`config.mk`:
```
export PLATFORM = sky130hd
export DESIGN_NAME = ctrl_regs
export DESIGN_NICKNAME = d
export VERILOG_FILES = /design/src/ramtest_pkg.sv /design/src/ctrl_regs.sv
export SDC_FILE = /design/constraint.sdc
export NUM_CORES = 1
export LEC_CHECK = 0
export ABC_AREA = 1
export BUFFER_PORTS_ARGS = -buffer_cell sky130_fd_sc_hd__buf_2
export CORE_MARGIN = 1
export CORE_UTILIZATION = 35
export CTS_BUF_LIST = sky130_fd_sc_hd__clkbuf_4 sky130_fd_sc_hd__clkbuf_8
export DETAILED_ROUTE_END_ITERATION = 6
export GPL_TIMING_DRIVEN = 0
export PLACE_DENSITY = 0.77
export SLEW_MARGIN = 10
export SYNTH_ARGS = -nofsm -noshare
export SYNTH_HDL_FRONTEND = slang
export SYNTH_SLANG_ARGS = --single-unit
```
`constraint.sdc`:
```
create_clock -name ti_clk -period 0.88 [get_ports ti_clk]
set_input_delay 0.176 -clock ti_clk [delete_from_list [all_inputs] [get_ports ti_clk]]
set_output_delay 0.176 -clock ti_clk [all_outputs]
set_load 0.02 [all_outputs]
```
`src/ramtest_pkg.sv`:
```
// Shared widths, register map and transfer states for the loopback engine
package ramtest_pkg;

  // --------------------------------------------------
  // Data widths
  // --------------------------------------------------
  localparam int PIPE_W = 16;
  localparam int MEM_W  = 32;

  typedef logic [PIPE_W-1:0] pipe_word_t;
  typedef logic [MEM_W-1:0]  mem_word_t;

  // --------------------------------------------------
  // Wishbone register map
  // --------------------------------------------------
  typedef logic [1:0]  wb_addr_t;
  typedef logic [15:0] wb_data_t;

  localparam wb_addr_t CTRL_ADDR = 2'd0;
  localparam wb_addr_t STAT_ADDR = 2'd1;

  // Control register bits
  localparam int CTRL_RD_BIT  = 0;
  localparam int CTRL_WR_BIT  = 1;
  localparam int CTRL_RST_BIT = 2;

  typedef enum logic [1:0] {
    XFER_IDLE      = 2'd0,
    XFER_WRITE     = 2'd1,
    XFER_READ_ADDR = 2'd2,
    XFER_READ      = 2'd3
  } xfer_state_t;

endpackage

```
`src/ctrl_regs.sv`:
```
// Wishbone classic slave with the control register and burst status readback
module ctrl_regs import ramtest_pkg::*; #(
  parameter int MEM_ADDR_W = 8
) (
  input  logic                ti_clk,
  input  logic                arst_n,
  input  logic                wb_cyc,
  input  logic                wb_stb,
  input  logic                wb_we,
  input  wb_addr_t            wb_adr,
  input  wb_data_t            wb_dat_w,
  input  logic [MEM_ADDR_W:0] unread_bursts,
  output logic                wb_ack,
  output wb_data_t            wb_dat_r,
  output logic                rd_en,
  output logic                wr_en,
  output logic                soft_rst
);

  logic     [2:0] ctrl_q;
  logic           access;
  wb_data_t       rd_mux;

  // Ack low for a cycle between accesses
  assign access = wb_cyc && wb_stb && !wb_ack;

  always_comb begin
    case (wb_adr)
      CTRL_ADDR: rd_mux = wb_data_t'(ctrl_q);
      STAT_ADDR: rd_mux = wb_data_t'(unread_bursts);
      default:   rd_mux = '0;
    endcase
  end

  always_ff @(posedge ti_clk or negedge arst_n) begin
    if (!arst_n) begin
      wb_ack   <= 1'b0;
      wb_dat_r <= '0;
      ctrl_q   <= '0;
    end else begin
      wb_ack <= access;
      if (access) begin
        wb_dat_r <= rd_mux;
        if (wb_we && wb_adr == CTRL_ADDR) begin
          ctrl_q <= wb_dat_w[2:0];
        end
      end
    end
  end

  assign rd_en    = ctrl_q[CTRL_RD_BIT];
  assign wr_en    = ctrl_q[CTRL_WR_BIT];
  assign soft_rst = ctrl_q[CTRL_RST_BIT];

endmodule

```
==> run metrics <==
Mean Syn Cell Area=around 8.1 sq um; Crit path max-delay family=flip-flops; gr usage total=between 15 and 20%; Setup violations, final=25; fin area=1130 sq um; CTS Sinks=13; Die H=between 40 and 50 microns; largest net degree at the start of global routing=14; Final HPWL DP=between 1000 and 1500 microns; Yosys reg bits=13; post-synthesis cell count=78; Starting DRT DRC Count=16; Detailed Route WL=1773 microns; number of global-route vias before repair=slightly above 600; RSZ-0062 raised after global routing=yes; clock slew at reported path FFs=80 ps; Initial Util=about two fifths; Seq/Total Area, Yosys=between 50% and 60%; Req. time, crit path=1050 ps; max-cap check violation count=0; Power, Total=~1.8 mW; DR DRC count=0; Final Non-Filler Cells=156; Worst setup EP type=flop; most common cell after layout, fill and taps aside=nand2_1; Clock Tree Buf Depth=2; initial antenna violation count=0; slowest CP cell=dfrtp_2; die area=1979 sq um; final core utilization=70.88%; sum of buffers and inverters on the critical path=2; # nets final=approximately 170; Pwr Density=approximately 1600 nW/um^2; commonest cells after routing, fill and taps aside=nand2_1, buf_2, buf_6; crit path max fanout=6; cts bufs inserted=3; first-pass iteration count of the detailed router=6; worst ir drop on vdd=slightly above 1 mV; Placeable Area=roughly 1600 sq um; via count=about 690; Setup CP Type=reg -> reg; placed inst area=840.8 sq um; drt via density=4.404; post-synth cell types=11; Yosys warnings=0; status=complete, but fails checks; Worst path max stage delay=approximately 430 ps; Worst Setup Start Kind=flop; ant diodes=0; CP cell instances=nor2_4, buf_12, clkinvlp_4, nand2_1, nand2_1; Setup WS post-layout=-170.7 ps; min Tclk post-route=around 1100 ps; Max Clk Rate=0.9517 GHz; Pleak=around 0.63 nW; worst hold path class=in -> reg; Top-Level Pins=52; Final Skew=2.064 ps; share of layout cells above drive strength 1=56.06%; period utilization=119.4%; row count=14; grt total ovfl=0; WL/cell=between 10 and 15 microns; CTS root buf=clkbuf_4; DRT antenna net count=0; Synth-to-Final Area Change=78.81%; number of buffers added on ports=31; DIE WIDTH=around 44 microns; endpoints failing hold=0; crit path DAT=1220 ps; Placed Cells incl. Taps=roughly 140; pre-CTS WS=-43.26 ps; first-pass GRT wire length=around 2600 microns; post-route setup TNS=-2852 ps; clock tree from TritonCTS=done; max-slew violations=0; CP dominant cell by count=nand2_1; Clk Latency, worst-skew pair=280 ps; failing checks=setup timing; H-Tree Depth=1; post-synthesis instance area=631.9 sq um; worst hold slack=around 120 ps; Placer Congestion=0.7689
-- final timing paths --
check	slack, ps	from	to	cells past startpoint
setup / recovery	-170	wb_ack	wb_dat_r[3]	5
hold / removal	120	unread_bursts[7]	wb_dat_r[7]	3
setup reg to reg	-170	wb_ack	wb_dat_r[3]	5
hold reg to reg	510	wb_dat_r[2]	wb_dat_r[2]	2
max in group asynchronous	310	arst_n	wb_ack	2
min in group asynchronous	330	arst_n	ctrl_q[2]	2
-- cell type report --
cell class	instances	area, sq um
buffer	8	63.81
clock buffer	4	30.03
fill	118	464.2
inverter	4	17.52
multi-input combinational	59	305.3
sequential	13	326.6
tap	24	30.03
timing repair buffer	43	349.1
timing repair inverter	1	7.507
-- where the power goes --
| group | switching, mW | internal, mW | total (mW) |
|---|---|---|---|
| Sequential | 0.0569 | 0.670 | 0.727 |
| Clock | 0.206 | 0.207 | 0.413 |
| Combinational | 0.309 | 0.320 | 0.629 |
| Total | 0.573 | 1.20 | 1.77 |
-- sequential cells by signal (all words and copies together) (netlist names) --
name	flops
wb_dat_r	9
ctrl_q	3
wb_ack	1
-- metal layers --
metal / track usage, % / wire length, microns / up-vias / part of all wire (%)
li1: - / - / 332 / -
met1: 20.31 / 703 / 309 / 40
met2: 35.29 / 930 / 40 / 52
met3: 3.265 / 116 / 6 / 6.5
met4: 3.636 / 23 / 0 / 1.3
met5: 0 / 0 / - / 0
-- worst min-delay path, stage by stage --
cell and delay (ps):
buf_2 90, nand3_2 60, nand2_1 50
-- cell usage after synthesis --
master | number | area, sq um
nand2_1 | 39 | 146.4
dfrtp_1 | 13 | 325.3
nand3_1 | 9 | 45.04
buf_4 | 7 | 52.55
inv_1 | 2 | 7.510
inv_2 | 2 | 7.510
nor2_4 | 2 | 22.52
buf_6 | 1 | 11.26
conb_1 | 1 | 3.750
nor2_1 | 1 | 3.750
nor2_2 | 1 | 6.260
-- what timing repair did --
action | in CTS | in global routing
gates resized for setup | 35 | 7
hold buffers | 1 | 0
pin swaps | 12 | 7
endpoints found under the hold margin | 13 | 0
setup buffers | 8 | 2
cloned | 1 | 1
setup endpoints to repair | 25 | 26
-- logic make-up after synthesis --
kind of cell / synth area share (%)
flip-flops: 51.48
other: 0.5935
AND/OR/NAND/NOR: 35.44
buffers and inverters: 12.48
(Power assumes the default switching activity.)
