$ cat config.mk
export PLATFORM = sky130hd
export DESIGN_NAME = burst_counter
export DESIGN_NICKNAME = d
export VERILOG_FILES = /design/src/burst_counter.sv
export SDC_FILE = /design/constraint.sdc
export NUM_CORES = 1
export LEC_CHECK = 0
export BUFFER_PORTS_ARGS = -buffer_cell sky130_fd_sc_hd__buf_2
export CORE_MARGIN = 2
export CORE_UTILIZATION = 52
export DETAILED_ROUTE_END_ITERATION = 12
export PLACE_DENSITY = 0.74
export RECOVER_POWER = 25
export SKIP_CTS_REPAIR_TIMING = 1
export SKIP_LAST_GASP = 1
export SLEW_MARGIN = 20
export SYNTH_ARGS = -nofsm -noshare
export SYNTH_HDL_FRONTEND = slang
export SYNTH_SLANG_ARGS = --single-unit
$ cat constraint.sdc
create_clock -name ti_clk -period 2 [get_ports ti_clk]
set_input_delay 0.2 -clock ti_clk [delete_from_list [all_inputs] [get_ports ti_clk]]
set_output_delay 0.2 -clock ti_clk [all_outputs]
set_load 0.02 [all_outputs]
$ cat src/burst_counter.sv
// Beat counter, wrapping memory addresses and unread burst count
module burst_counter #(
  parameter int BURST_LEN  = 8,
  parameter int MEM_ADDR_W = 8
) (
  input  logic                  ti_clk,
  input  logic                  arst_n,
  input  logic                  soft_rst,
  input  logic                  beat_inc,
  input  logic                  mem_we,
  input  logic                  burst_wr_done,
  input  logic                  burst_rd_done,
  output logic [MEM_ADDR_W-1:0] mem_addr,
  output logic                  last_beat,
  output logic [MEM_ADDR_W:0]   unread_bursts,
  output logic                  mem_full
);

  localparam int BEAT_W     = (BURST_LEN > 1) ? $clog2(BURST_LEN) : 1;
  localparam int MEM_BURSTS = (2 ** MEM_ADDR_W) / BURST_LEN;

  logic [BEAT_W-1:0]     beat_q;
  logic [MEM_ADDR_W-1:0] wr_addr_q;
  logic [MEM_ADDR_W-1:0] rd_addr_q;

  always_ff @(posedge ti_clk or negedge arst_n) begin
    if (!arst_n) begin
      beat_q        <= '0;
      wr_addr_q     <= '0;
      rd_addr_q     <= '0;
      unread_bursts <= '0;
    end else if (soft_rst) begin
      beat_q        <= '0;
      wr_addr_q     <= '0;
      rd_addr_q     <= '0;
      unread_bursts <= '0;
    end else begin
      if (beat_inc) begin
        beat_q <= last_beat ? '0 : beat_q + 1'b1;
        if (mem_we) begin
          wr_addr_q <= wr_addr_q + 1'b1;
        end else begin
          rd_addr_q <= rd_addr_q + 1'b1;
        end
      end
      // Only one burst in flight, so never both at once
      if (burst_wr_done) begin
        unread_bursts <= unread_bursts + 1'b1;
      end else if (burst_rd_done) begin
        unread_bursts <= unread_bursts - 1'b1;
      end
    end
  end

  assign last_beat = (beat_q == BEAT_W'(BURST_LEN - 1));
  assign mem_addr  = mem_we ? wr_addr_q : rd_addr_q;
  assign mem_full  = (unread_bursts == (MEM_ADDR_W + 1)'(MEM_BURSTS));

endmodule

==> reports/metrics.yaml <==
status: "finished clean"
setup_violations: 0
hp-class: "input pin to flop"
yosysSeqAreaShare_pct: 39.9
synth_area_leaders: "dfrtp_1 40%, ha_1 7.8%, nor2_1 6.0%"
drive_above_1_share_pct: 23.5
hpwlAfterDp_mm: 2.64
comb_power_share_pct: 33.1
synth.avg_cell_area_um2: 9.59
dr.pass1.iters: 4
cp_max_fo: 4
io_buffers: 25
cts-buffers-inserted: 3
crit_chain: "ha_1, nor2b_4, o31ai_4, a21oi_2, or4_1, o211ai_1"
core_mm2: 0.00328
drv_slew: 0
yosysTopAreaCellShare_pct: 39.9
cts_tree: "yes"
finalHoldViolCount: 0
clkTransAtPathRegs_ps: 150
grt_use_total_pct: 20.6
critPathSlowestCell: "or4_1"
path_buf_inv: 0
swShare_pct: 33.1
hold_ws_ps: 198
final_cell_mix: "28 x nor2_1, 28 x dfrtp_1, 24 x buf_2, 12 x nand2_1, 11 x ha_1"
routabilityCongestion: 0.920
n_fill_cell: 273
relSlewSlack_pct: 3.99
nets: 233
vias: 1451
clkLatencyLatePin_ps: 330
drt_iter0_markers: 78
crit_type: "flop to flop"
cp-start-kind: "flop"
io-pin-count: 26
post-route-period-util_pct: 92.4
routedWlPerCell_um: 13.6
syn_area_mm2: 0.00176
period_needed_ps: 1850
pwr-share-seq_pct: 42.8
area_growth_pct: 15.2
ir_drop_v: 0.000453
avgViaCountPerCell: 5.60
leakagePower_nw: 0.996
cp.arrival_ps: 2110
p_int_w: 0.00104
drt_wl_total_mm: 3.52
tightestPinTransition_ps: 1440
fin_ws_ps: 151
grt_max_degree: 29
htreeDepth: 1
placementRows: 21
synth_cell_types: 42
num_antenna_cells: 0
die_w_um: 62.1
critPathMaxStageDelay_ps: 480
grt_pass1_vias: 1436
rsz0062_at_grt: "false"
fmax_mhz: 541
power_density_mw_per_mm2: 771
route.detailed.drc: 0
cp.required_ps: 2260
cts_root_buffer: "clkbuf_4"
p_sw_w: 0.000516
cts_sinks: 28
worstSetupEndpointType: "flop"
ys_warn_count: 0
synth_area_leader_cell: "dfrtp_1"
die_h_um: 62.1
synth.net_count: 202
synthCells: 183
synth_seq_cells: 28
antenna_found_initial: 0
dieArea_mm2: 0.00386
grt_first_pass_wirelength_mm: 6.55
cap_viol_max_count: 0
clockPowerShare_pct: 24.1
critPathTopFamily: "simple AND/OR/NAND/NOR gates"
clock_path_buffers: 2
skew_ps: 9.38
start_util_pct: 53.4
regArea_um2: 701
antenna_left: 0
post-place-ws_ps: -16.8
globalRouteOverflowTotal: 0
multiInputGateArea_mm2: 0.00101
-- final cells by class --
cell class | instances | area share [%]
inverters | 5 | 0.928
repair buffers | 33 | 9.22
flip-flops and latches | 28 | 34.7
clock inverters | 1 | 1.49
well taps | 46 | 2.85
multi-input cells | 143 | 49.8
clock buffers | 3 | 1.11
-- power by group through the flow --
stage	Clock [W]	Sequential (W)	Combinational [W]
final	0.000376	0.000667	0.000516
after global routing	0.000409	0.000679	0.000579
after CTS	0.000383	0.000668	0.000507
after detailed placement	0	0.000679	0.000506
after global placement	0	0.000676	0.000494
after floorplan	0	0.000718	0.000321
-- registers in the layout, summed over array words and instances (netlist names) --
| signal | count |
|---|---|
| beat_q | 3 |
| rd_addr_q | 8 |
| unread_bursts | 9 |
| wr_addr_q | 8 |
-- cells in the mapped netlist --
cell type and number:
dfrtp_1 28, nor2_1 28, nand2_1 12, ha_1 11, nand3_1 10, o21ai_0 9, a21oi_1 8, xnor2_1 8
mux2_2 7, xor2_1 7, inv_1 5, mux2i_1 5, nor3_1 5, clkbuf_1 4, and3_1 3, a211oi_1 2
a21oi_2 2, nor4_1 2, nor4b_1 2, o31ai_1 2, or3_1 2, a21o_1 1, a221o_1 1, a32oi_1 1
and2b_2 1, and2b_4 1, buf_2 1, buf_4 1, buf_6 1, fa_1 1, nand2b_1 1, nor2b_1 1
nor2b_4 1, nor3b_1 1, nor3b_2 1, o2111ai_1 1, o2111ai_2 1, o211a_1 1, o211ai_1 1, o21a_1 1
o31ai_2 1, or4_1 1
-- final timing paths --
path,slack [ps],startpoint,end,cells after the start
max,150,unread_bursts[2],unread_bursts[8],6
min,200,burst_rd_done,unread_bursts[8],4
max reg2reg,150,unread_bursts[2],unread_bursts[8],6
min reg2reg,550,beat_q[1],beat_q[1],2
max in group asynchronous,440,arst_n,wr_addr_q[6],2
min in group asynchronous,720,arst_n,beat_q[0],2
-- per-stage QoR --
stage,power (W),utilization (%),instance area [µm²],std cells,TNS [ps]
2_1_floorplan,0.00104,-,1760,183,0
3_3_place_gp,0.00117,59.2,1940,253,0
3_5_place_dp,0.00118,59.2,1940,253,-16.8
4_1_cts,0.00156,60.8,2000,257,0
5_1_grt,0.00167,61.6,2020,259,0
6_report,0.00156,61.6,2020,259,0
-- worst reg2reg max path: stages, from the launching register on --
cell and delay (ps):
dfrtp_1 440, ha_1 320, nor2b_4 150, o31ai_4 190, a21oi_2 90, or4_1 480, o211ai_1 100
-- cells by family after synthesis --
family / after synthesis / synth area share (%)
buf+inv: 12 / 3.28
mux: 12 / 7.34
xor+xnor: 15 / 7.48
simple gates: 72 / 20.5
flops: 28 / 39.9
fa+ha+maj: 12 / 8.98
compound gates: 32 / 12.5
-- routing by layer --
layer  track usage (%)  vias up  wire (µm)  part of all wire, %
met5                 0        -          0                    0
met4              6.11        0         29                 0.82
met3              2.36        2        106                  3.0
met2              35.7       31       1740                   50
met1              27.4      709       1640                   47
li1                  -      709          -                    -
Power figures use the tool's default switching activity.
