**config.mk**
```make
export PLATFORM = sky130hd
export DESIGN_NAME = pipe_in_fifo
export DESIGN_NICKNAME = d
export VERILOG_FILES = /design/src/ramtest_pkg.sv /design/src/pipe_in_fifo.sv
export SDC_FILE = /design/constraint.sdc
export NUM_CORES = 1
export LEC_CHECK = 0
export BUFFER_PORTS_ARGS = -buffer_cell sky130_fd_sc_hd__buf_2
export CORE_MARGIN = 2
export CORE_UTILIZATION = 50
export DETAILED_ROUTE_END_ITERATION = 7
export GPL_TIMING_DRIVEN = 0
export PLACE_DENSITY = 0.68
export SYNTH_ARGS = -nofsm -noshare
export SYNTH_HDL_FRONTEND = slang
export SYNTH_SLANG_ARGS = --single-unit
export TNS_END_PERCENT = 30
```
**constraint.sdc**
```tcl
create_clock -name ti_clk -period 9.2 [get_ports ti_clk]
set_clock_uncertainty 0.1 [all_clocks]
set_input_delay 0.46 -clock ti_clk [delete_from_list [all_inputs] [get_ports ti_clk]]
set_output_delay 0.46 -clock ti_clk [all_outputs]
set_load 0.005 [all_outputs]
```
**src/ramtest_pkg.sv**
```systemverilog
// Shared widths, register map and transfer states for the loopback engine
package ramtest_pkg;

  // --------------------------------------------------
  // Data widths
  // --------------------------------------------------
  localparam int PIPE_W = 16;
  localparam int MEM_W  = 32;

  typedef logic [PIPE_W-1:0] pipe_word_t;
  typedef logic [MEM_W-1:0]  mem_word_t;

  // --------------------------------------------------
  // Wishbone register map
  // --------------------------------------------------
  typedef logic [1:0]  wb_addr_t;
  typedef logic [15:0] wb_data_t;

  localparam wb_addr_t CTRL_ADDR = 2'd0;
  localparam wb_addr_t STAT_ADDR = 2'd1;

  // Control register bits
  localparam int CTRL_RD_BIT  = 0;
  localparam int CTRL_WR_BIT  = 1;
  localparam int CTRL_RST_BIT = 2;

  typedef enum logic [1:0] {
    XFER_IDLE      = 2'd0,
    XFER_WRITE     = 2'd1,
    XFER_READ_ADDR = 2'd2,
    XFER_READ      = 2'd3
  } xfer_state_t;

endpackage

```
**src/pipe_in_fifo.sv**
```systemverilog
// Input pipe packing 16-bit host words in pairs into a 32-bit FIFO
module pipe_in_fifo import ramtest_pkg::*; #(
  parameter int PIPE_DEPTH_W = 5
) (
  input  logic                  ti_clk,
  input  logic                  arst_n,
  input  logic                  soft_rst,
  input  logic                  pipe_in_write,
  input  pipe_word_t            pipe_in_data,
  input  logic                  in_pop,
  output logic                  pipe_in_full,
  output mem_word_t             in_data,
  output logic [PIPE_DEPTH_W:0] in_words
);

  localparam int DEPTH = 2 ** PIPE_DEPTH_W;

  mem_word_t               fifo_mem [DEPTH];
  logic [PIPE_DEPTH_W-1:0] wr_ptr_q;
  logic [PIPE_DEPTH_W-1:0] rd_ptr_q;
  logic [PIPE_DEPTH_W:0]   count_q;
  pipe_word_t              low_q;
  logic                    have_low_q;
  logic                    take;
  logic                    push;

  assign take = pipe_in_write && !pipe_in_full;
  assign push = take && have_low_q;

  always_ff @(posedge ti_clk or negedge arst_n) begin
    if (!arst_n) begin
      wr_ptr_q   <= '0;
      rd_ptr_q   <= '0;
      count_q    <= '0;
      have_low_q <= 1'b0;
    end else if (soft_rst) begin
      wr_ptr_q   <= '0;
      rd_ptr_q   <= '0;
      count_q    <= '0;
      have_low_q <= 1'b0;
    end else begin
      if (take) have_low_q <= !have_low_q;
      if (push) wr_ptr_q <= wr_ptr_q + 1'b1;
      if (in_pop) rd_ptr_q <= rd_ptr_q + 1'b1;
      count_q <= count_q + push - in_pop;
    end
  end

  // First word of a pair waits here, then goes to the low half
  always_ff @(posedge ti_clk) begin
    if (take && !have_low_q) low_q <= pipe_in_data;
    if (push) fifo_mem[wr_ptr_q] <= {pipe_in_data, low_q};
  end

  assign in_data      = fifo_mem[rd_ptr_q];
  assign in_words     = count_q;
  assign pipe_in_full = (count_q == DEPTH[PIPE_DEPTH_W:0]);

endmodule

```
==> impl_results.rst <==
.. list-table::
   :header-rows: 1

   * - Metric
     - Value
   * - Result of the run
     - complete, no violations
   * - Fraction of synthesis flops using an asynchronous set or reset pin
     - 1.61%
   * - Grt ovf
     - 0
   * - Post-layout nets
     - 2070
   * - Remaining antenna violation count
     - 0
   * - Initial antenna violation count
     - 0
   * - Count of pins on the block boundary
     - 60
   * - RSZ-0062 raised after global routing
     - false
   * - Hold violation count in the final report
     - 0
   * - Worst Path Required
     - 8.64 ns
   * - Initial core utilization
     - 50.2%
   * - Internal power contribution
     - approximately 8.0 mW
   * - Most used standard cells in the synthesized netlist
     - sky130_fd_sc_hd__edfxtp_1 (1040), sky130_fd_sc_hd__mux4_2 (194), sky130_fd_sc_hd__mux2i_1 (128), sky130_fd_sc_hd__a22oi_1 (94)
   * - Dominant cell by count in the synthesized netlist
     - sky130_fd_sc_hd__edfxtp_1
   * - Post-synth EDFFs
     - 1040
   * - Area occupied by registers
     - 0.0317 mm^2
   * - CP Max Fanout
     - 10
   * - Clock buffer count from CTS
     - 102
   * - Multi-input combinational cell area
     - 0.00822 mm^2
   * - DRC errors left
     - 0
   * - CTS clk-pin slew, worst paths
     - approximately 0.060 ns
   * - Total power density per cell area
     - about 220 mW/mm^2
   * - Aggregate routed wire length
     - 94000 um
   * - Port bufs
     - 59
   * - Xor and xnor area share after synthesis
     - 0.261%
   * - Mean post-synth cell area
     - 21.9 um^2
   * - Final sum of negative setup slack
     - 0 ns
   * - Portion of total power attributed to the clock network
     - 39.4%
   * - Maximum number of pins on one net before global-route repair
     - 34
   * - Sequential fraction of the synthesis area
     - slightly below 80%
   * - Total length of routed met3 wires
     - 6660 um
   * - Critical path start-end classification
     - flop to primary output
   * - Detailed-placement wirelength estimate
     - 61900 um
   * - Vias after detailed routing
     - 19600
   * - Initial DRC count
     - 2031
   * - Arrival @ worst endpoint
     - 3.74 ns
   * - Maximum buffer depth of the clock tree
     - 3
   * - Leakage
     - roughly 14 nW
   * - Post-synthesis to final-layout area growth
     - 14.4%
   * - Clock tree from TritonCTS
     - done
   * - Met2 layer wire length in the routed design
     - 48400 um
   * - Uppermost routed layer
     - met4
   * - WL met1
     - 36500 um
   * - Flop pwr share
     - 54.2%
   * - Leading post-synthesis cells by cell area
     - sky130_fd_sc_hd__edfxtp_1 (78%), sky130_fd_sc_hd__mux4_2 (11%), sky130_fd_sc_hd__mux2i_1 (3.2%), sky130_fd_sc_hd__a22oi_1 (1.8%), sky130_fd_sc_hd__dfrtp_1 (1.1%)
   * - Core ar.
     - between 0.08 and 0.09 mm^2
   * - Comb power frac
     - 6.5%
   * - Startpoint class of the critical path
     - flop
   * - Clock network latency to the later pin of the worst-skew pair
     - 0.67 ns
   * - Total die area
     - 0.0828 mm^2
   * - Final-layout fill cell count
     - 5809
   * - Final slew viol count
     - 0
   * - Count of state elements after synthesis
     - 1057
   * - Placer Congestion
     - 0.794
   * - Post-route cell area
     - 0.0460 mm^2
   * - Post-Syn Instances
     - 1834
   * - Detailed-routing iteration count for the pre-antenna-repair pass
     - 5
   * - Final critical path time including I/O delays and setup
     - 4.30 ns
   * - Max-slew headroom
     - 20.5%
   * - Layout cells sized above 1
     - 24.6%
   * - Unique cell type count in the Yosys netlist
     - 40
   * - Dpl cell area
     - ~0.043 mm^2
   * - # resized after CTS
     - 0
   * - Post-Route Utilization
     - 57.4%
   * - Power, Total
     - around 10 mW
   * - Slowest library cell on the worst path
     - sky130_fd_sc_hd__clkbuf_1
   * - Worst slew pin tran
     - ~1.2 ns
   * - Area fraction in and, or, nand and nor cells after synthesis
     - roughly 1.1%
   * - Max-capacitance violation count
     - 0
   * - Share of synthesized cell area in full adder, half adder and majority cells
     - less than 1%
   * - All-Layer GR Usage
     - 23.1%
   * - Top-area cell type share of the netlist area
     - 77.6%
   * - Dominant combinational cell family by area after synthesis
     - multiplexers
   * - Final clock period utilization by the worst path
     - 46.8%
   * - Routed len/inst
     - 29.6 um
   * - Cell taking the most area after synthesis
     - sky130_fd_sc_hd__edfxtp_1
   * - Worst ir drop on vdd
     - 191 uV
   * - Final Setup Violations
     - 0
   * - Sequence of cells on the critical path
     - buf_4, nor2b_1, clkbuf_1, clkbuf_1, a22oi_1, a22oi_1, buf_2
   * - Via count of the first global-routing pass
     - 20300
   * - Mux share of post-synthesis cell area
     - roughly 14%
   * - Site Rows
     - 104
   * - CP Capture Type
     - primary output
   * - Most used DFF post-synth
     - sky130_fd_sc_hd__edfxtp_1
   * - Die height
     - 288 um
   * - Cell at the root of the clock tree
     - sky130_fd_sc_hd__clkbuf_16
   * - Fraction of the mapped netlist area in compound gates
     - under 10%
   * - Post-Synthesis Cell Area
     - 0.0402 mm^2
   * - Global-route wire length before repair
     - between 100000 and 150000 um
   * - Number of H-tree branching levels
     - 3
   * - Slowest Stage Delay on Critical Path
     - 0.83 ns
   * - Chip width
     - 288 um
   * - Mapped Nets
     - 1869
   * - Timing-limited maximum frequency
     - about 230 MHz
   * - Diodes inserted
     - 0
   * - Fin Hold WS
     - 0.0536 ns
   * - Via count normalized by instance count
     - approximately 6
   * - Number of clock sinks seen by CTS
     - between 1000 and 1500
   * - Switching share of total power
     - 21.7%
   * - Type of the tightest min-delay check
     - input pin to flop
   * - NetSw
     - 2.20 mW
   * - Synth warnings
     - 0
==> metal layers <==
metal	vias to the layer above	GRT usage, %
met5	-	0
met4	0	7.27
met3	161	3.92
met2	841	39.4
met1	10400	30.5
li1	8181	-
==> logic make-up (layout without fill, tap and decap cells) <==
family,after synthesis,after routing
multiplexers,322,322
buffers and inverters,116,398
XOR/XNOR,12,12
flip-flops,1057,1057
adder cells (fa/ha/maj),14,14
AO/OA/AOI/OAI,227,227
AND/OR/NAND/NOR,86,86
==> cells in the final DEF (no fill, tap or decap), types with 22 or more instances in the layout <==
master / n
sky130_fd_sc_hd__mux2i_1: 128
sky130_fd_sc_hd__clkbuf_16: 104
sky130_fd_sc_hd__a22oi_1: 94
sky130_fd_sc_hd__a211oi_1: 31
sky130_fd_sc_hd__buf_4: 22
sky130_fd_sc_hd__o22ai_1: 31
sky130_fd_sc_hd__buf_12: 22
sky130_fd_sc_hd__buf_2: 86
sky130_fd_sc_hd__nor2_4: 30
sky130_fd_sc_hd__clkbuf_1: 70
sky130_fd_sc_hd__mux4_2: 194
sky130_fd_sc_hd__clkinv_1: 26
sky130_fd_sc_hd__edfxtp_1: 1040
sky130_fd_sc_hd__a21oi_1: 35
sky130_fd_sc_hd__o221ai_1: 32
==> flip-flops by register name (all words and copies together) (netlist names) <==
| name | count |
|---|---|
| have_low_q | 1 |
| fifo_mem | 1024 |
| rd_ptr_q | 5 |
| in_words | 6 |
| wr_ptr_q | 5 |
| low_q | 16 |
==> power groups by stage <==
stage	clock network, mW	logic (mW)	registers (mW)
after floorplan	0	0.428	5.56
after global placement	0	0.633	5.59
after detailed placement	0	0.665	5.60
after CTS	4.05	0.668	5.50
after global routing	4.22	0.714	5.51
final	4.00	0.660	5.50
==> metrics by stage <==
stage               setup slack (ns)  std cells
floorplan                       5.26       1834
global placement                2.33       2953
detailed placement              5.72       2990
CTS                             5.01       3176
global route                    4.80       3176
finish                          4.90       3176
==> repair_timing <==
item | in CTS | in global routing
hold endpoints to repair | 17 | 0
endpoints found under the setup margin | 0 | 0
setup buffers | 0 | 0
hold buffers | 1 | 0
==> final cells by class <==
cell class | instances | share of cell area [%]
flip-flops and latches | 1057 | 68.8
multi-input cells | 661 | 17.9
clock buffers | 127 | 5.84
well taps | 1060 | 2.88
repair buffers | 97 | 2.27
plain buffers | 106 | 1.24
clock inverters | 58 | 1.05
inverters | 10 | 0.0816
==> path summary, 6_finish.rpt <==
kind	end	cells after the start	slack, ns	start
worst max-delay path	in_data[18]	7	4.90	rd_ptr_q[1]
worst min-delay path	in_words[5]	3	0.05	soft_rst
worst max register to register	fifo_mem[26][15]	8	5.65	in_words[2]
worst min register to register	rd_ptr_q[1]	3	0.54	rd_ptr_q[1]
max in group asynchronous	wr_ptr_q[2]	2	8.57	arst_n
min in group asynchronous	wr_ptr_q[0]	2	0.15	arst_n
==> worst max-delay path, delay by kind of cell (launching register included) <==
family	cells	cell delay, ns
DFF	1	0.35
AOI/OAI and AO/OA	2	0.63
buffers and inverters	4	1.86
and+or+nand+nor	1	0.20
No activity file was read; power rests on OpenSTA's default activity.
