===== src/ramtest_pkg.sv =====
// Shared widths, register map and transfer states for the loopback engine
package ramtest_pkg;

  // --------------------------------------------------
  // Data widths
  // --------------------------------------------------
  localparam int PIPE_W = 16;
  localparam int MEM_W  = 32;

  typedef logic [PIPE_W-1:0] pipe_word_t;
  typedef logic [MEM_W-1:0]  mem_word_t;

  // --------------------------------------------------
  // Wishbone register map
  // --------------------------------------------------
  typedef logic [1:0]  wb_addr_t;
  typedef logic [15:0] wb_data_t;

  localparam wb_addr_t CTRL_ADDR = 2'd0;
  localparam wb_addr_t STAT_ADDR = 2'd1;

  // Control register bits
  localparam int CTRL_RD_BIT  = 0;
  localparam int CTRL_WR_BIT  = 1;
  localparam int CTRL_RST_BIT = 2;

  typedef enum logic [1:0] {
    XFER_IDLE      = 2'd0,
    XFER_WRITE     = 2'd1,
    XFER_READ_ADDR = 2'd2,
    XFER_READ      = 2'd3
  } xfer_state_t;

endpackage


===== src/xfer_fsm.sv =====
// Transfer FSM choosing and sequencing memory write and read bursts
module xfer_fsm import ramtest_pkg::*; #(
  parameter int BURST_LEN    = 8,
  parameter int MEM_ADDR_W   = 8,
  parameter int PIPE_DEPTH_W = 5
) (
  input  logic                  ti_clk,
  input  logic                  arst_n,
  input  logic                  soft_rst,
  input  logic                  rd_en,
  input  logic                  wr_en,
  input  logic [PIPE_DEPTH_W:0] in_words,
  input  logic [PIPE_DEPTH_W:0] out_space,
  input  logic [MEM_ADDR_W:0]   unread_bursts,
  input  logic                  mem_full,
  input  logic                  last_beat,
  output logic                  in_pop,
  output logic                  mem_we,
  output logic                  mem_re,
  output logic                  out_push,
  output logic                  beat_inc,
  output logic                  burst_wr_done,
  output logic                  burst_rd_done
);

  xfer_state_t state_q;
  xfer_state_t state_d;
  logic        rd_valid_q;
  logic        rd_ok;
  logic        wr_ok;

  assign rd_ok = rd_en && (unread_bursts != '0) && (out_space >= BURST_LEN);
  assign wr_ok = wr_en && (in_words >= BURST_LEN) && !mem_full;

  always_comb begin
    state_d = state_q;
    case (state_q)
      XFER_IDLE: begin
        // Reads win over writes
        if (rd_ok) begin
          state_d = XFER_READ_ADDR;
        end else if (wr_ok) begin
          state_d = XFER_WRITE;
        end
      end
      XFER_WRITE:     if (last_beat) state_d = XFER_IDLE;
      XFER_READ_ADDR: if (last_beat) state_d = XFER_READ;
      XFER_READ:      state_d = XFER_IDLE;
      default:        state_d = XFER_IDLE;
    endcase
  end

  always_ff @(posedge ti_clk or negedge arst_n) begin
    if (!arst_n) begin
      state_q    <= XFER_IDLE;
      rd_valid_q <= 1'b0;
    end else if (soft_rst) begin
      state_q    <= XFER_IDLE;
      rd_valid_q <= 1'b0;
    end else begin
      state_q    <= state_d;
      rd_valid_q <= mem_re;
    end
  end

  // --------------------------------------------------
  // Burst strobes
  // --------------------------------------------------
  assign mem_we        = (state_q == XFER_WRITE);
  assign in_pop        = mem_we;
  assign mem_re        = (state_q == XFER_READ_ADDR);
  assign beat_inc      = mem_we || mem_re;
  assign burst_wr_done = mem_we && last_beat;
  assign burst_rd_done = (state_q == XFER_READ);

  // Read data lands one cycle after its address
  assign out_push = rd_valid_q;

endmodule


===== config.mk =====
export PLATFORM = sky130hd
export DESIGN_NAME = xfer_fsm
export DESIGN_NICKNAME = d
export VERILOG_FILES = /design/src/ramtest_pkg.sv /design/src/xfer_fsm.sv
export SDC_FILE = /design/constraint.sdc
export NUM_CORES = 1
export LEC_CHECK = 0
export BUFFER_PORTS_ARGS = -buffer_cell sky130_fd_sc_hd__buf_2
export CAP_MARGIN = 10
export CORE_AREA = 2 2 39 41
export DETAILED_ROUTE_END_ITERATION = 7
export DIE_AREA = 0 0 41 43
export SYNTH_ARGS = -nofsm -noshare
export SYNTH_HDL_FRONTEND = slang
export SYNTH_SLANG_ARGS = --single-unit

===== constraint.sdc =====
create_clock -name ti_clk -period 1.3 [get_ports ti_clk]
set_input_delay 0 -clock ti_clk [delete_from_list [all_inputs] [get_ports ti_clk]]
set_output_delay 0 -clock ti_clk [all_outputs]
set_load 0.01 [all_outputs]

==> results.json, run 1 <==
{
  "p_clk_share_pct": 17.1,
  "drt_iter0_markers": 1,
  "clockRootBuffer": "clkbuf_4",
  "power_density_nw_per_um2": 1680,
  "die-width_um": 41,
  "p_leak_uw": 0.000293,
  "die_h_um": 43,
  "worst-path-buf-inv": 1,
  "rrSetupSlack_ps": -30,
  "tightestPinTransition_ps": 348,
  "fin_util_pct": 42.1,
  "worstPathRequired_ps": 1420,
  "status": "complete, but fails checks",
  "setup_slack_ps": -32.8,
  "fin_nets": 103,
  "cts.clk_slew.worst_paths_ps": 40,
  "antenna_left": 0,
  "power.share.switching_pct": 41.0,
  "grt_max_degree": 6,
  "cts_buffers": 3,
  "synth_edf_count": 0,
  "ir_drop_mv": 0.463,
  "wl_per_cell_um": 10.2,
  "totalPowerFinal_uw": 979,
  "vias": 381,
  "antenna_found_initial": 0,
  "min_period_ps": 1330,
  "io_pins": 35,
  "slowest_stage": "dfrtp_1",
  "syn_inst": 34,
  "whs_ps": 38.7,
  "grt.overflow.total": 0,
  "ys_seq_elements": 3,
  "initial_core_util_pct": 21.7,
  "portBuffers": 28,
  "pwr-share-seq_pct": 17.4,
  "p_int_uw": 578,
  "finalHoldViolations": 0,
  "crit_arrival_ps": 1450,
  "start_kind": "register",
  "gp_congestion": 0.656,
  "grt_pass1_vias": 377,
  "worstPathCellList": "inv_2 -> ha_4 -> nor2_4 -> nor3_4 -> o21bai_1 -> a22o_1",
  "fin_crit_sh_pct": 103,
  "fin_worst_skew_ps": 1.61,
  "clkLatencyLatePin_ps": 230,
  "maxCapViolations": 0,
  "grt_use_total_pct": 11.7,
  "power_switching_uw": 401,
  "insertedDiodeCount": 0,
  "hold_class": "input pin to register",
  "coreArea_um2": 1380,
  "fmax_mhz": 750,
  "tritoncts": "yes",
  "setup_violations": 3,
  "firstDrtPassIters": 2,
  "yosysSeqAreaShare_pct": 25.0,
  "cts.sinks": 3,
  "ys_types": 20,
  "slew_viol_final": 0,
  "dieArea_um2": 1760,
  "layout.cells.non_filler": 86,
  "crit_path_end_kind": "register",
  "area_growth_pct": 94.2,
  "synthFlopType": "dfrtp_1",
  "dp_hpwl_um": 720,
  "drive_gt1_share_pct": 68.6,
  "relSlewSlack_pct": 76.7,
  "max_stage_delay_ps": 420,
  "synth_area_um2": 300,
  "violations": "setup timing",
  "grt_pass1_wl_mm": 1.44,
  "async_reset_ff_share_pct": 100,
  "dp_cells": 79,
  "critical_path.top_delay_family": "flip-flops",
  "worstPathMaxFanout": 3,
  "finalWirelength_um": 873,
  "synth_fp_nets": 66,
  "avgSynthCellArea_um2": 8.83,
  "setup-tns-final_ps": -51.5,
  "htree_num_levels": 1,
  "drc_errors": 0,
  "p_comb_share_pct": 65.5,
  "critPathKind": "register to register",
  "rsz0062_at_grt": "true",
  "viasPerCell": 4.43,
  "clockBufferDepth": 2,
  "num_rows": 14,
  "ys_warn_count": 0
}
## sequential cells by signal (all words and copies together), names as in the netlist
| register | flops |
|---|---|
| state_q | 2 |
| out_push | 1 |
## Yosys cell counts, drive strengths merged (2+ instances only)
cell type	count	area share, %
dfrtp	3	25
ha	4	17
inv	5	6.3
nor2	2	2.5
nor3	5	8.3
## worst reg2reg max path: stages (launching register included)
cell and delay (ps):
dfrtp_1 420, inv_2 90, ha_4 170, nor2_4 110, nor3_4 60, o21bai_1 160
a22o_1 210
## final cells by class
class	count	area, µm²
Fill cell	158	801
Multi-Input combinational cell	25	262
Timing Repair Buffer	33	180
Sequential cell	3	76.3
Clock buffer	4	26.3
Tap cell	16	20.0
Inverter	5	18.8
## kinds of logic (layout without fill, tap and decap cells)
family / count (synthesis) / count (layout) / synth area share (%)
AND/OR/NAND/NOR: 11 / 11 / 21.3
AO/OA/AOI/OAI: 10 / 10 / 28.3
buffers and inverters: 6 / 42 / 8.75
adder cells (fa/ha/maj): 4 / 4 / 16.7
flip-flops: 3 / 3 / 25.0
## through the flow
| step | worst slack (ps) | area, µm² |
|---|---|---|
| 2_1_floorplan | 8.20 | 340 |
| 3_3_place_gp | -49.4 | 508 |
| 3_5_place_dp | -94.9 | 508 |
| 4_1_cts | -36.0 | 577 |
| 5_1_grt | -113 | 583 |
| 6_report | -32.8 | 583 |
## path summary, 6_finish.rpt
check / from / endpoint / depth (start not counted)
worst max-delay path: state_q[1] / state_q[0] / 6
worst min-delay path: soft_rst / out_push / 2
worst max register to register: state_q[1] / state_q[0] / 6
worst min register to register: state_q[0] / state_q[0] / 2
max in group asynchronous: arst_n / state_q[0] / 2
min in group asynchronous: arst_n / state_q[1] / 2
## per-layer routing
layer	share of wire (%)	vias to the layer above	GRT usage (%)
met5	0	-	0
met4	0	0	8.00
met3	7.7	0	1.57
met2	51	13	19.4
met1	41	170	12.8
li1	-	198	-
## layout by cell type (no fill, tap or decap), types with 2 or more instances in the layout
master,count
buf_4,4
nor3_1,4
buf_2,28
clkbuf_4,3
dfrtp_1,2
ha_4,3
inv_1,3
inv_2,2
## power groups by stage
stage,clock [µW],sequential (µW),combinational [µW]
floorplan,0,176,382
detailed placement,0,175,548
CTS,176,172,639
global placement,0,174,551
global route,179,177,727
finish,168,170,641
## what timing repair did
item,4_1_cts,5_1_grt
cloned,0,0
hold buffers,1,0
hold endpoints to repair,3,0
pin swaps,1,1
setup endpoints to repair,3,4
buffers inserted,2,0
resized for setup,3,2
No activity file was read; power rests on OpenSTA's default activity.
==> inputs of run 2 (changes only) <==
--- a/config.mk
+++ b/config.mk
@@ -5,6 +5,7 @@
 export SDC_FILE = /design/constraint.sdc
 export NUM_CORES = 1
 export LEC_CHECK = 0
+export ABC_AREA = 1
 export BUFFER_PORTS_ARGS = -buffer_cell sky130_fd_sc_hd__buf_2
 export CAP_MARGIN = 10
 export CORE_AREA = 2 2 39 41
==> results.json, run 2 <==
{
  "p_clk_share_pct": 17.8,
  "die-width_um": 41,
  "clkLatencyLatePin_ps": 230,
  "coreArea_um2": 1380,
  "relSlewSlack_pct": 87.5,
  "num_rows": 14,
  "mostFrequentLayoutCells": "28 x buf_2, 9 x nand2_1, 8 x inv_1",
  "antenna_left": 0,
  "power_switching_uw": 391,
  "fin_crit_sh_pct": 97.6,
  "fmax_mhz": 788,
  "p_int_uw": 532,
  "nFillCells": 150,
  "initial_core_util_pct": 24.0,
  "rr_startpoint": "state_q[0]",
  "start_kind": "register",
  "area_growth_pct": 86.8,
  "viasPerCell": 4.27,
  "tritoncts": "yes",
  "crit_start": "state_q[0]",
  "insertedDiodeCount": 0,
  "synth_top_area_share_pct": 22.6,
  "synth_edf_count": 0,
  "fin_worst_skew_ps": 0.901,
  "crit_path_end_kind": "register",
  "dieArea_um2": 1760,
  "ff2ff_path_depth": 7,
  "whs_ps": 113,
  "clockRootBuffer": "clkbuf_4",
  "drc_errors": 0,
  "firstDrtPassIters": 4,
  "finalWirelength_um": 964,
  "grt_pass1_wl_mm": 1.22,
  "grt_max_degree": 5,
  "hold_class": "input pin to asynchronous set/reset pin",
  "ys_seq_elements": 3,
  "power_density_nw_per_um2": 1490,
  "critPathKind": "register to register",
  "slew_viol_final": 0,
  "worstPathMaxFanout": 4,
  "drt_iter0_markers": 9,
  "setup_violations": 0,
  "setup-tns-final_ps": 0,
  "largest_register": "state_q",
  "async_reset_ff_share_pct": 100,
  "die_h_um": 43,
  "cts_buffers": 3,
  "worstPathRequired_ps": 1460,
  "vias": 444,
  "maxCapViolations": 0,
  "htree_num_levels": 1,
  "avgSynthCellArea_um2": 6.38,
  "min_period_ps": 1270,
  "clockBufferDepth": 2,
  "ir_drop_mv": 0.505,
  "tightestPinTransition_ps": 187,
  "synth_area_um2": 332,
  "power.share.switching_pct": 42.3,
  "ys_types": 15,
  "crit_arrival_ps": 1420,
  "cts.clk_slew.worst_paths_ps": 40,
  "finalHoldViolations": 0,
  "rsz0062_at_grt": "true",
  "gp_congestion": 0.682,
  "yosys.area.top_type": "dfrtp_1",
  "antenna_found_initial": 0,
  "grt_use_total_pct": 9.87,
  "wl_per_cell_um": 9.27,
  "cts.sinks": 3,
  "portBuffers": 28,
  "synthFlopType": "dfrtp_1",
  "status": "completed",
  "io_pins": 35,
  "largest_reg_flops": 2,
  "fin_util_pct": 44.8,
  "dp_hpwl_um": 635,
  "syn_inst": 52,
  "ys_warn_count": 0,
  "grt_pass1_vias": 373,
  "fin_nets": 121,
  "synth_area_leaders": "dfrtp_1 23%, ha_1 15%, inv_1 12%, nand2_1 12%, nor2_1 6.8%",
  "synth_fp_nets": 84,
  "yosysSeqAreaShare_pct": 22.6,
  "p_leak_uw": 0.000348,
  "grt.overflow.total": 0,
  "synthTopCellsByCount": "11 x inv_1, 11 x nand2_1, 6 x nor2_1",
  "pwr-share-seq_pct": 18.7,
  "drive_gt1_share_pct": 58.0,
  "final_common_cell": "buf_2",
  "p_comb_share_pct": 63.5
}
[run 2: cell count changes in the layout (fill, tap and decap cells not counted), sizes merged, moves of 2 or more]
cell   change
inv        +7
nand2     +11
nand3      +3
nor2       +7
nor3       -5
o21ai      +3
or2        +2
[run 2: cells by family after synthesis]
kind of cell             count (synthesis)  synth area share [%]
adder cells (fa/ha/maj)                  4                  15.1
flip-flops                               3                  22.6
buffers and inverters                   13                  15.8
AND/OR/NAND/NOR                         25                  33.2
AO/OA/AOI/OAI                            7                  13.2
[run 2: final timing paths]
path / slack (ps) / to
setup / recovery: 30 / state_q[0]
hold / removal: 110 / state_q[1]
setup reg to reg: 30 / state_q[0]
hold reg to reg: 610 / state_q[1]
max in group asynchronous: 1070 / state_q[1]
min in group ti_clk: 260 / state_q[1]
[run 2: worst max-delay path, stage by stage (launching register included)]
cell and delay (ps):
dfrtp_1 430, inv_2 120, ha_4 170, o21bai_4 60, or2_1 220, nand2_2 60, nand2_1 60, o21ai_1 70
[run 2: layer usage]
metal  track usage [%]  routed length [µm]  vias to the layer above
li1                  -                   -                      228
met1              9.09                 298                      193
met2              20.0                 589                       21
met4              4.00                  14                        0
met5                 0                   0                        -
met3                 0                  61                        2
[run 2: layout make-up]
cell class	instances	area [µm²]	area share, %
repair buffers	33	183	29.5
well taps	16	20.0	3.23
clock buffers	4	26.3	4.24
flip-flops and latches	3	76.3	12.3
multi-input cells	36	267	43.0
inverters	12	47.5	7.68
[run 2: what timing repair did]
action | in CTS | in global routing
buffers inserted | 0 | 2
endpoints found under the setup margin | 0 | 2
hold buffers | 2 | 0
endpoints found under the hold margin | 4 | 0
gates resized for setup | 0 | 17
[run 2: through the flow]
step                std cells  total power [µW]  worst slack [ps]  cell area (µm²)
global route              104               999             -28.0              619
global placement           96               552              33.6              492
floorplan                  52               419              44.6              332
detailed placement         96               555              14.4              492
CTS                       102               725              7.84              538
finish                    104               923              31.7              619
[run 2: power by group through the flow]
stage	Combinational, µW	Clock [µW]	Sequential, µW
after floorplan	268	0	150
after global placement	404	0	148
after detailed placement	405	0	149
after CTS	415	163	148
after global routing	650	173	177
final	586	164	173
